### src/verilog/dbus_pkg.sv
// data bus definitions: address and strobe widths, slave state encoding
package dbus_pkg;

  localparam int ADDR_W = 64;
  localparam int STRB_W = 8;  // one strobe bit per byte lane

  typedef logic [ADDR_W-1:0] addr_t;
  typedef logic [STRB_W-1:0] strb_t;

  // slave side sequencing
  typedef enum logic [1:0] {
    ram_idle = 2'd0, // ready for a new request
    ram_wait = 2'd1, // counting out the response delay
    ram_resp = 2'd2  // response valid, waiting for ready
  } ram_state_e;

endpackage

### src/verilog/lsu_pkg.sv
// load/store unit types: data word, access sizes and memory operations
package lsu_pkg;

  // register and load/store data width
  localparam int XLEN = 64;

  typedef logic [XLEN-1:0] xlen_t;

  // encoded as log2 of the byte count
  typedef enum logic [1:0] {
    size_b = 2'd0, // 1 byte
    size_h = 2'd1, // 2 bytes
    size_w = 2'd2, // 4 bytes
    size_d = 2'd3  // 8 bytes
  } acc_size_e;

  // operation held by the stage while a bus transaction runs
  typedef enum logic [1:0] {
    op_none  = 2'd0,
    op_load  = 2'd1,
    op_store = 2'd2
  } mem_op_e;

endpackage

### src/verilog/load_align.sv
// load extraction: picks the addressed lanes from a read word and extends them
`timescale 1ns/1ps

module load_align (
  input  logic [2:0]         addr_lo_i,
  input  lsu_pkg::xlen_t     word_i,
  input  lsu_pkg::acc_size_e size_i,
  input  logic               sext_i,
  output lsu_pkg::xlen_t     data_o
);

  logic [5:0]     bit_shift;
  lsu_pkg::xlen_t shifted;
  logic           fill;

  assign bit_shift = {addr_lo_i, 3'b000};
  assign shifted   = word_i >> bit_shift; // addressed byte now in lane 0

  // top kept bit, or zero for unsigned loads
  always_comb begin
    unique case (size_i)
      lsu_pkg::size_b: fill = sext_i & shifted[7];
      lsu_pkg::size_h: fill = sext_i & shifted[15];
      lsu_pkg::size_w: fill = sext_i & shifted[31];
      default:         fill = 1'b0;
    endcase
  end

  always_comb begin
    unique case (size_i)
      lsu_pkg::size_b: begin
        data_o = {{56{fill}}, shifted[7:0]};
      end
      lsu_pkg::size_h: begin
        data_o = {{48{fill}}, shifted[15:0]};
      end
      lsu_pkg::size_w: begin
        data_o = {{32{fill}}, shifted[31:0]};
      end
      default: begin
        data_o = shifted; // full word, nothing to extend
      end
    endcase
  end

endmodule

### src/verilog/mem_stage.sv
// memory access stage: captures one load or store and runs it over the data bus
`timescale 1ns/1ps

module mem_stage (
  input  logic               clk,
  input  logic               arst_n_i,
  // pipeline side
  input  logic               load_i,
  input  dbus_pkg::strb_t    store_mask_i,
  input  dbus_pkg::addr_t    addr_i,
  input  lsu_pkg::xlen_t     wdata_i,
  input  lsu_pkg::acc_size_e size_i,
  input  logic               sext_i,
  output logic               stall_o,
  output lsu_pkg::xlen_t     rdata_o,
  output logic               rdata_valid_o,
  // write channel
  output logic               w_req_valid_o,
  input  logic               w_req_ready_i,
  output dbus_pkg::addr_t    w_addr_o,
  output lsu_pkg::xlen_t     w_data_o,
  output dbus_pkg::strb_t    w_strb_o,
  input  logic               w_resp_valid_i,
  output logic               w_resp_ready_o,
  // read channel
  output logic               r_req_valid_o,
  input  logic               r_req_ready_i,
  output dbus_pkg::addr_t    r_addr_o,
  input  logic               r_resp_valid_i,
  input  lsu_pkg::xlen_t     r_data_i,
  output logic               r_resp_ready_o
);

  typedef enum logic {
    ph_req  = 1'b0, // request valid on the bus
    ph_resp = 1'b1  // request accepted, waiting for the response
  } phase_e;

  logic               stall_q;
  lsu_pkg::mem_op_e   op_q;
  phase_e             phase_q;
  logic               rdata_valid_q;
  dbus_pkg::addr_t    addr_q;
  lsu_pkg::xlen_t     wdata_q;
  lsu_pkg::acc_size_e size_q;
  logic               sext_q;
  lsu_pkg::xlen_t     rdata_q;
  lsu_pkg::xlen_t     load_ext;
  logic               take_store;
  logic               take_load;
  logic               req_fire;
  logic               resp_fire;

  // store wins when both arrive together
  assign take_store = !stall_q && (store_mask_i != '0);
  assign take_load  = !stall_q && load_i && (store_mask_i == '0);

  assign req_fire  = (w_req_valid_o && w_req_ready_i) || (r_req_valid_o && r_req_ready_i);
  assign resp_fire = (w_resp_valid_i && w_resp_ready_o) || (r_resp_valid_i && r_resp_ready_o);

  always_ff @(posedge clk or negedge arst_n_i) begin
    if (!arst_n_i) begin
      stall_q       <= 1'b0;
      op_q          <= lsu_pkg::op_none;
      phase_q       <= ph_req;
      rdata_valid_q <= 1'b0;
    end else begin
      rdata_valid_q <= 1'b0;
      if (take_store || take_load) begin
        stall_q <= 1'b1;
        op_q    <= take_store ? lsu_pkg::op_store : lsu_pkg::op_load;
        phase_q <= ph_req;
      end else if (req_fire) begin
        phase_q <= ph_resp;
      end else if (resp_fire) begin
        stall_q       <= 1'b0;
        op_q          <= lsu_pkg::op_none;
        phase_q       <= ph_req;
        rdata_valid_q <= (op_q == lsu_pkg::op_load); // no pulse for stores
      end
    end
  end

  // request payload, held stable for the whole transaction
  always_ff @(posedge clk) begin
    if (take_store || take_load) begin
      addr_q  <= addr_i;
      wdata_q <= wdata_i;
      size_q  <= size_i;
      sext_q  <= sext_i;
    end
    if (r_resp_valid_i && r_resp_ready_o) begin
      rdata_q <= load_ext;
    end
  end

  store_align u_store_align (
    .addr_lo_i (addr_q[2:0]),
    .wdata_i   (wdata_q),
    .size_i    (size_q),
    .data_o    (w_data_o),
    .strb_o    (w_strb_o)
  );

  load_align u_load_align (
    .addr_lo_i (addr_q[2:0]),
    .word_i    (r_data_i),
    .size_i    (size_q),
    .sext_i    (sext_q),
    .data_o    (load_ext)
  );

  assign stall_o       = stall_q;
  assign rdata_o       = rdata_q;
  assign rdata_valid_o = rdata_valid_q;

  assign w_req_valid_o  = (op_q == lsu_pkg::op_store) && (phase_q == ph_req);
  assign w_resp_ready_o = (op_q == lsu_pkg::op_store) && (phase_q == ph_resp);
  assign w_addr_o       = addr_q;
  assign r_req_valid_o  = (op_q == lsu_pkg::op_load) && (phase_q == ph_req);
  assign r_resp_ready_o = (op_q == lsu_pkg::op_load) && (phase_q == ph_resp);
  assign r_addr_o       = addr_q;

  // a pending request holds valid and payload until the slave takes it
  req_hold_a: assert property (@(posedge clk) disable iff (!arst_n_i)
    (w_req_valid_o && !w_req_ready_i) || (r_req_valid_o && !r_req_ready_i)
    |=> (w_req_valid_o || r_req_valid_o) && $stable(addr_q) && $stable(w_strb_o));

  // a new bus request only follows capture from an idle stage
  no_issue_busy_a: assert property (@(posedge clk) disable iff (!arst_n_i)
    $rose(w_req_valid_o || r_req_valid_o) |-> $past(!stall_o));

  stall_cover_a: assert property (@(posedge clk) disable iff (!arst_n_i)
    (w_req_valid_o || r_req_valid_o || w_resp_ready_o || r_resp_ready_o) |-> stall_o);

endmodule

### src/verilog/store_align.sv
// store lane placement: moves store data and byte strobe to the addressed lanes
`timescale 1ns/1ps

module store_align (
  input  logic [2:0]         addr_lo_i,
  input  lsu_pkg::xlen_t     wdata_i,
  input  lsu_pkg::acc_size_e size_i,
  output lsu_pkg::xlen_t     data_o,
  output dbus_pkg::strb_t    strb_o
);

  dbus_pkg::strb_t base_strb;
  logic [5:0]      bit_shift;
  logic [2:0]      off_mask;

  // strobe for the access at lane 0
  always_comb begin
    unique case (size_i)
      lsu_pkg::size_b: base_strb = 8'h01;
      lsu_pkg::size_h: base_strb = 8'h03;
      lsu_pkg::size_w: base_strb = 8'h0f;
      default:         base_strb = 8'hff;
    endcase
  end

  assign bit_shift = {addr_lo_i, 3'b000}; // bytes to bits
  assign strb_o    = base_strb << addr_lo_i;
  assign data_o    = wdata_i << bit_shift;

  // low offset bits that must be clear for a naturally aligned access
  assign off_mask = 3'((4'd1 << size_i) - 4'd1);

  // captured offset must be a multiple of the access size
  misaligned_a: assert final ($isunknown({addr_lo_i, size_i}) || (addr_lo_i & off_mask) == 3'd0)
    else $error("misaligned access offset %0d size %s", addr_lo_i, size_i.name());

endmodule
### config.mk
export PLATFORM = sky130hd
export DESIGN_NAME = mem_stage
export DESIGN_NICKNAME = d
export VERILOG_FILES = /design/src/verilog/dbus_pkg.sv /design/src/verilog/lsu_pkg.sv /design/src/verilog/load_align.sv /design/src/verilog/mem_stage.sv /design/src/verilog/store_align.sv
export SDC_FILE = /design/constraint.sdc
export NUM_CORES = 1
export LEC_CHECK = 0
export ABC_AREA = 1
export BUFFER_PORTS_ARGS = -buffer_cell sky130_fd_sc_hd__clkbuf_2
export CAP_MARGIN = 40
export CORE_ASPECT_RATIO = 0.75
export CORE_MARGIN = 4
export CORE_UTILIZATION = 30
export CTS_CLUSTER_SIZE = 20
export DETAILED_ROUTE_END_ITERATION = 10
export PLACE_DENSITY = 0.54
export SYNTH_ARGS = -nofsm -noshare
export SYNTH_HDL_FRONTEND = slang
export SYNTH_HIERARCHICAL = 1
export SYNTH_SLANG_ARGS = --single-unit
### constraint.sdc
create_clock -name clk -period 2.42 [get_ports clk]
set_input_delay 0.121 -clock clk [delete_from_list [all_inputs] [get_ports clk]]
set_output_delay 0.121 -clock clk [all_outputs]
set_load 0.1 [all_outputs]
# [After elaboration in Yosys (flattened, before gate mapping)]
# Cells that the tools add are included.
# Widths: inputs -> output; s select.
[op_classes] eq_ne=5 n_shift=3 n_mux=15 bitwise=4 reduce_logical=21
[ops] cell="$pmux 64 s3" count=1
[ops] cell="$shl 64x6->64" count=1
[ops] cell="$shr 64x6->64" count=1
[ops] cell="$pmux 8 s3" count=1
[ops] cell="$logic_and 1x1->1" count=11
[ops] cell="$logic_not 8->1" count=1
[ops] cell="$mux 1" count=8
[ops] cell="$mux 2" count=4
[ops] cell="$reduce_bool 8->1" count=1
[ops] cell="$shl 8x3->8" count=1
[ops] cell="$eq 2x1->1 const B" count=2
[ops] cell="$eq 2x2->1 const B" count=2
[ops] cell="$and 1x1->1" count=3
[ops] cell="$logic_or 1x1->1" count=3
[ops] cell="$reduce_bool 3->1" count=1
[ops] cell="$logic_not 2->1" count=1
[ops] cell="$ne 2x1->1 const B" count=1
[ops] cell="$pmux 1 s2" count=1
[ops] cell="$reduce_and 2->1" count=1
[ops] cell="$reduce_bool 2->1" count=1
[ops] cell="$logic_not 1->1" count=1
[ops] cell="$not 1->1" count=1
[word_totals] regBits=200 inputBits=210 output_inout_bits=270 elab_cells=57

# [Logic depth before layout (Yosys ltp)]
[logic_depth] depth_word=7 ltp_mapped=10 ltp_nobuf=9

# [Modules after synthesis]
# Netlist, hierarchy kept.
[modules_own_cells] mod="mem_stage" n_inst=1 cells_each=301 area_per_inst_um2=6641.4 seq_area_each_um2=5980.7
[modules_own_cells] mod="load_align" n_inst=1 cells_each=468 area_per_inst_um2=2224.6 seq_area_each_um2=0.0
[modules_own_cells] mod="store_align" n_inst=1 cells_each=473 area_per_inst_um2=2073.2 seq_area_each_um2=0.0

# [Least setup slack after synthesis]
# OpenSTA, ideal clock, no wires.
[synth_path] path_kind="register to register" from="register stall_q (netlist: stall_o)" to="register addr_q[0] (netlist: r_addr_o[0]), enable pin" setup_time_ps=753 t_arrival_ps=2546 setup_slack_ps=-879 path_stages_with_launch=4 n_path_buf=0 cell_sequence="dfrtp_1 > clkinv_1 > o21ai_2 > nand2_2"
[synth_between] elab_chain_cells=4
[synth_lines] item="from (decl)" line_no="mem_stage.sv:39" rtl="logic stall_q;"
[synth_lines] item="from (signal assigned)" line_no="mem_stage.sv:63" rtl="stall_q <= 1'b0;"
[synth_lines] item="from (signal assigned)" line_no="mem_stage.sv:70" rtl="stall_q <= 1'b1;"
[synth_lines] item="from (signal assigned)" line_no="mem_stage.sv:76" rtl="stall_q <= 1'b0;"
[synth_lines] item="$logic_not 1->1 (*)" line_no="mem_stage.sv:55, mem_stage.sv:56"
[synth_lines] item="$logic_and 1x1->1 (2 in series)" line_no="mem_stage.sv:56" rtl="assign take_load = !stall_q && load_i && (store_mask_i == '0);"
[synth_lines] item="$logic_or 1x1->1 (*)" line_no="mem_stage.sv:86" rtl="if (take_store || take_load) begin"
[synth_lines] item="to (signal assigned)" line_no="mem_stage.sv:87" rtl="addr_q <= addr_i;"
[synth_lines] item="to (decl)" line_no="mem_stage.sv:43" rtl="dbus_pkg::addr_t addr_q;"
# Every way passes the cells marked *; elsewhere a longest branch is shown, timed or not.
# A chain may end at the register's enable or synchronous reset.

# [Worst setup path in the final report]
[layout_path] from="register addr_q[1] (netlist: r_addr_o[1])" to="output port w_data_o[20]"
[layout_between] elab_chain_cells=1
[layout_lines] item="$shl 64x6->64" line_no="store_align.sv:28" rtl="assign data_o = wdata_i << bit_shift;"
[layout_lines] item="to (decl)" line_no="mem_stage.sv:21" rtl="output lsu_pkg::xlen_t w_data_o,"
# No other way between the ends.

==> summary.txt <==
Run status
  • Outcome: completed

Synthesis
  • Post-synthesis cell count: 1242
  • FFs w/ async S/R, synth: 2.50%
  • Syn avg cell area: 8.81 sq um
  • Seq cells post-synth: 200
  • Distinct cell type count after synthesis: 33
  • Post-synth top area cell: edfxtp_1
  • Synth Flop Type: edfxtp_1
  • Net Count, Synth: 1456
  • Yosys Warn Count: 6
  • Synth area leaders: edfxtp_1 54%, nand2_1 15%, nand3_1 8.7%, buf_4 5.3%, o21ai_0 2.1%
  • Number of flops mapped to enable cells by yosys: 195
  • Post-synth top area share: 53.5%
  • Synth top cells by count: 439 x nand2_1, 195 x edfxtp_1, 190 x nand3_1, 77 x buf_4, 60 x inv_1
  • Seq/Total Area, Yosys: 54.7%
  • Cell with the most instances after synthesis: nand2_1
  • Synthesized area: 0.0109 sq mm

Floorplanning
  • Die area: 0.0396 sq mm
  • Initial Utilization: 30.4%
  • Die Ht: 173 um
  • Std-Cell Rows: 60
  • I/O pin cnt: 480
  • Area of the core: 0.0360 sq mm
  • Chip Width: 228 um

CTS
  • Clock-pin slew on the worst setup and hold paths: 0.08 ns
  • CTS buffer count: 17
  • TritonCTS clock tree: built
  • Longest Clk Path Bufs: 2
  • H-Tree Depth: 4
  • Clk sinks: 200
  • Skew-Pair Late Insertion Delay: 0.46 ns
  • Root Driver: clkbuf_16

Global routing
  • First-pass GRT wire length: 65600 um
  • Initial antenna violation count: 1
  • Vias in the first global route: 10805
  • GRT Overall Usage: 21.4%
  • GRT overflow: 0
  • Largest net degree at the start of global routing: 70

Setup path
  • Worst Path Arrival: 2.16 ns
  • Worst setup path category: flop to primary output
  • CP endpoint kind: primary output
  • CP max FO: 49
  • CP Launch Type: flop
  • WP data required: 2.30 ns

Drt
  • DR iter-0 viols: 916
  • DR WL/cell: 19.2 um
  • Via density: 4.81
  • DRC: 0
  • Detailed Route WL: 43300 um
  • Antenna Nets Post-Route: 0
  • Pre-antenna DRT Iters: 7
  • Routed vias: 10852

Placement
  • Port Buffers: 479
  • GPL Wtd Cong: 0.921
  • Detailed Place HPWL: 32900 um
  • Dpl cells: 2083

STA
  • RSZ-0062 raised after global routing: false
  • Tcrit/Tclk final: 94.4%
  • Max frequency: 438 MHz
  • Slew headroom: 56.1%
  • Pins Over Slew Limit: 0
  • Final min period: 2.28 ns
  • Worst setup skew after layout: 0.0186 ns
  • # setup viols final: 0
  • Worst-Margin Slew: 0.661 ns
  • Setup_tns: 0 ns
  • Final hold vios: 0

Final layout
  • Finished Layout Cells: 2257
  • Nets: 1993
  • Area growth from synthesis to layout: 54.5%
  • Antenna Cells: 0
  • Fraction of layout cells with a size suffix above 1: 36.3%

Power and ir drop
  • Leak Pwr: 7.80 nW
  • Max VDD drop: 0.00115 V
  • Power per cell area: 1370 mW/mm^2

Job
  • Max-cap violation count: 0

Min path
  • Hold/Removal Path Class: primary input to flop
## routing by layer
layer  GRT usage (%)  share of wire [%]  vias up
li1                -                  -     5195
met1            26.2                 40     5178
met2            39.2                 53      442
met3            3.89                5.7       35
met4            4.82                1.6        2
met5               0              0.030        -
## worst max-delay path: stages, from the launching register on
cell and delay (ns):
edfxtp_1 0.55, inv_8 0.31, buf_4 0.24, nand3_1 0.13, a21oi_2 0.24, buf_12 0.21
## final timing paths
path,start,to,slack (ns),cells past startpoint
min in group asynchronous,arst_n_i,stall_o$_DFFE_PN0P_,0.60,3
min,r_req_ready_i,phase_q$_DFFE_PN0P_,0.04,5
max in group asynchronous,arst_n_i,rdata_valid_o$_DFF_PN0_,1.62,3
min reg2reg,stall_o$_DFFE_PN0P_,op_q[0]$_DFFE_PN0P_,0.62,3
max reg2reg,r_addr_o[0]$_DFFE_PP_,rdata_o[11]$_DFFE_PP_,0.24,8
max,r_addr_o[1]$_DFFE_PP_,w_data_o[20],0.14,5
## cell families after synthesis
| family | after synthesis | synth area share [%] |
|---|---|---|
| simple gates | 719 | 28.0 |
| buf+inv | 207 | 10.7 |
| flops | 200 | 54.7 |
| compound gates | 106 | 5.59 |
| mux | 6 | 0.549 |
| fa+ha+maj | 4 | 0.458 |
## flip-flops by register name (all words and copies together) (netlist names)
name and cells:
wdata_q 64, r_addr_o 64, sext_q 1, op_q 2, phase_q 1, size_q 2, rdata_o 64, stall_o 1
rdata_valid_o 1
## cells in the final DEF (no fill, tap or decap), types with 3 or more instances in the layout
cell type      instances
nand2_2               39
inv_8                  6
edfxtp_1             195
clkinv_8               5
o21ai_0               46
inv_1                 58
nand4_1                6
buf_4                 28
nand2_1              404
mux2i_1                6
o221ai_1               4
nor2_1                39
inv_2                  6
or2_2                 10
clkbuf_16             17
clkinv_1               3
o31ai_1                4
clkbuf_2             407
a21oi_1               16
nor2_4                20
buf_12                81
a21oi_4                7
ha_1                   4
nand3_4                3
nand3_1              190
dlygate4sd3_1        136
a31oi_1                4
dfrtp_1                5
o211ai_1              19
## metrics by stage
stage                     hold WS [ns]  setup slack [ns]  cell area, sq um  power [mW]  utilization, %
final                           0.0429             0.137             16900        23.1            47.0
after detailed placement       -0.0529             0.308             14800        19.7            41.1
after floorplan                 -0.175            -0.432             11300        16.1               -
after global routing            0.0577           0.00219             16900        24.1            47.0
after global placement         -0.0541             0.376             14800        19.7            41.1
after CTS                       0.0118           0.00115             16900        23.2            46.9
## layout make-up
cell class	count	area, sq um
Fill cell	3371	19100
Sequential cell	200	5980
Timing Repair Buffer	654	5260
Multi-Input combinational cell	835	4130
Tap cell	465	582
Clock buffer	17	425
Inverter	71	282
Clock inverter	15	239
## report_power, final
part | switching (mW) | internal (mW)
registers | 0.437 | 4.87
clock network | 1.58 | 1.63
logic | 11.1 | 3.48
## timing repair
action | CTS | global route
gates resized for setup | 4 | 6
hold buffers | 136 | 0
endpoints found under the setup margin | 43 | 30
hold endpoints to repair | 139 | 0
pin swaps | 1 | 0
setup buffers | 2 | 4
No activity file was read; power rests on OpenSTA's default activity.
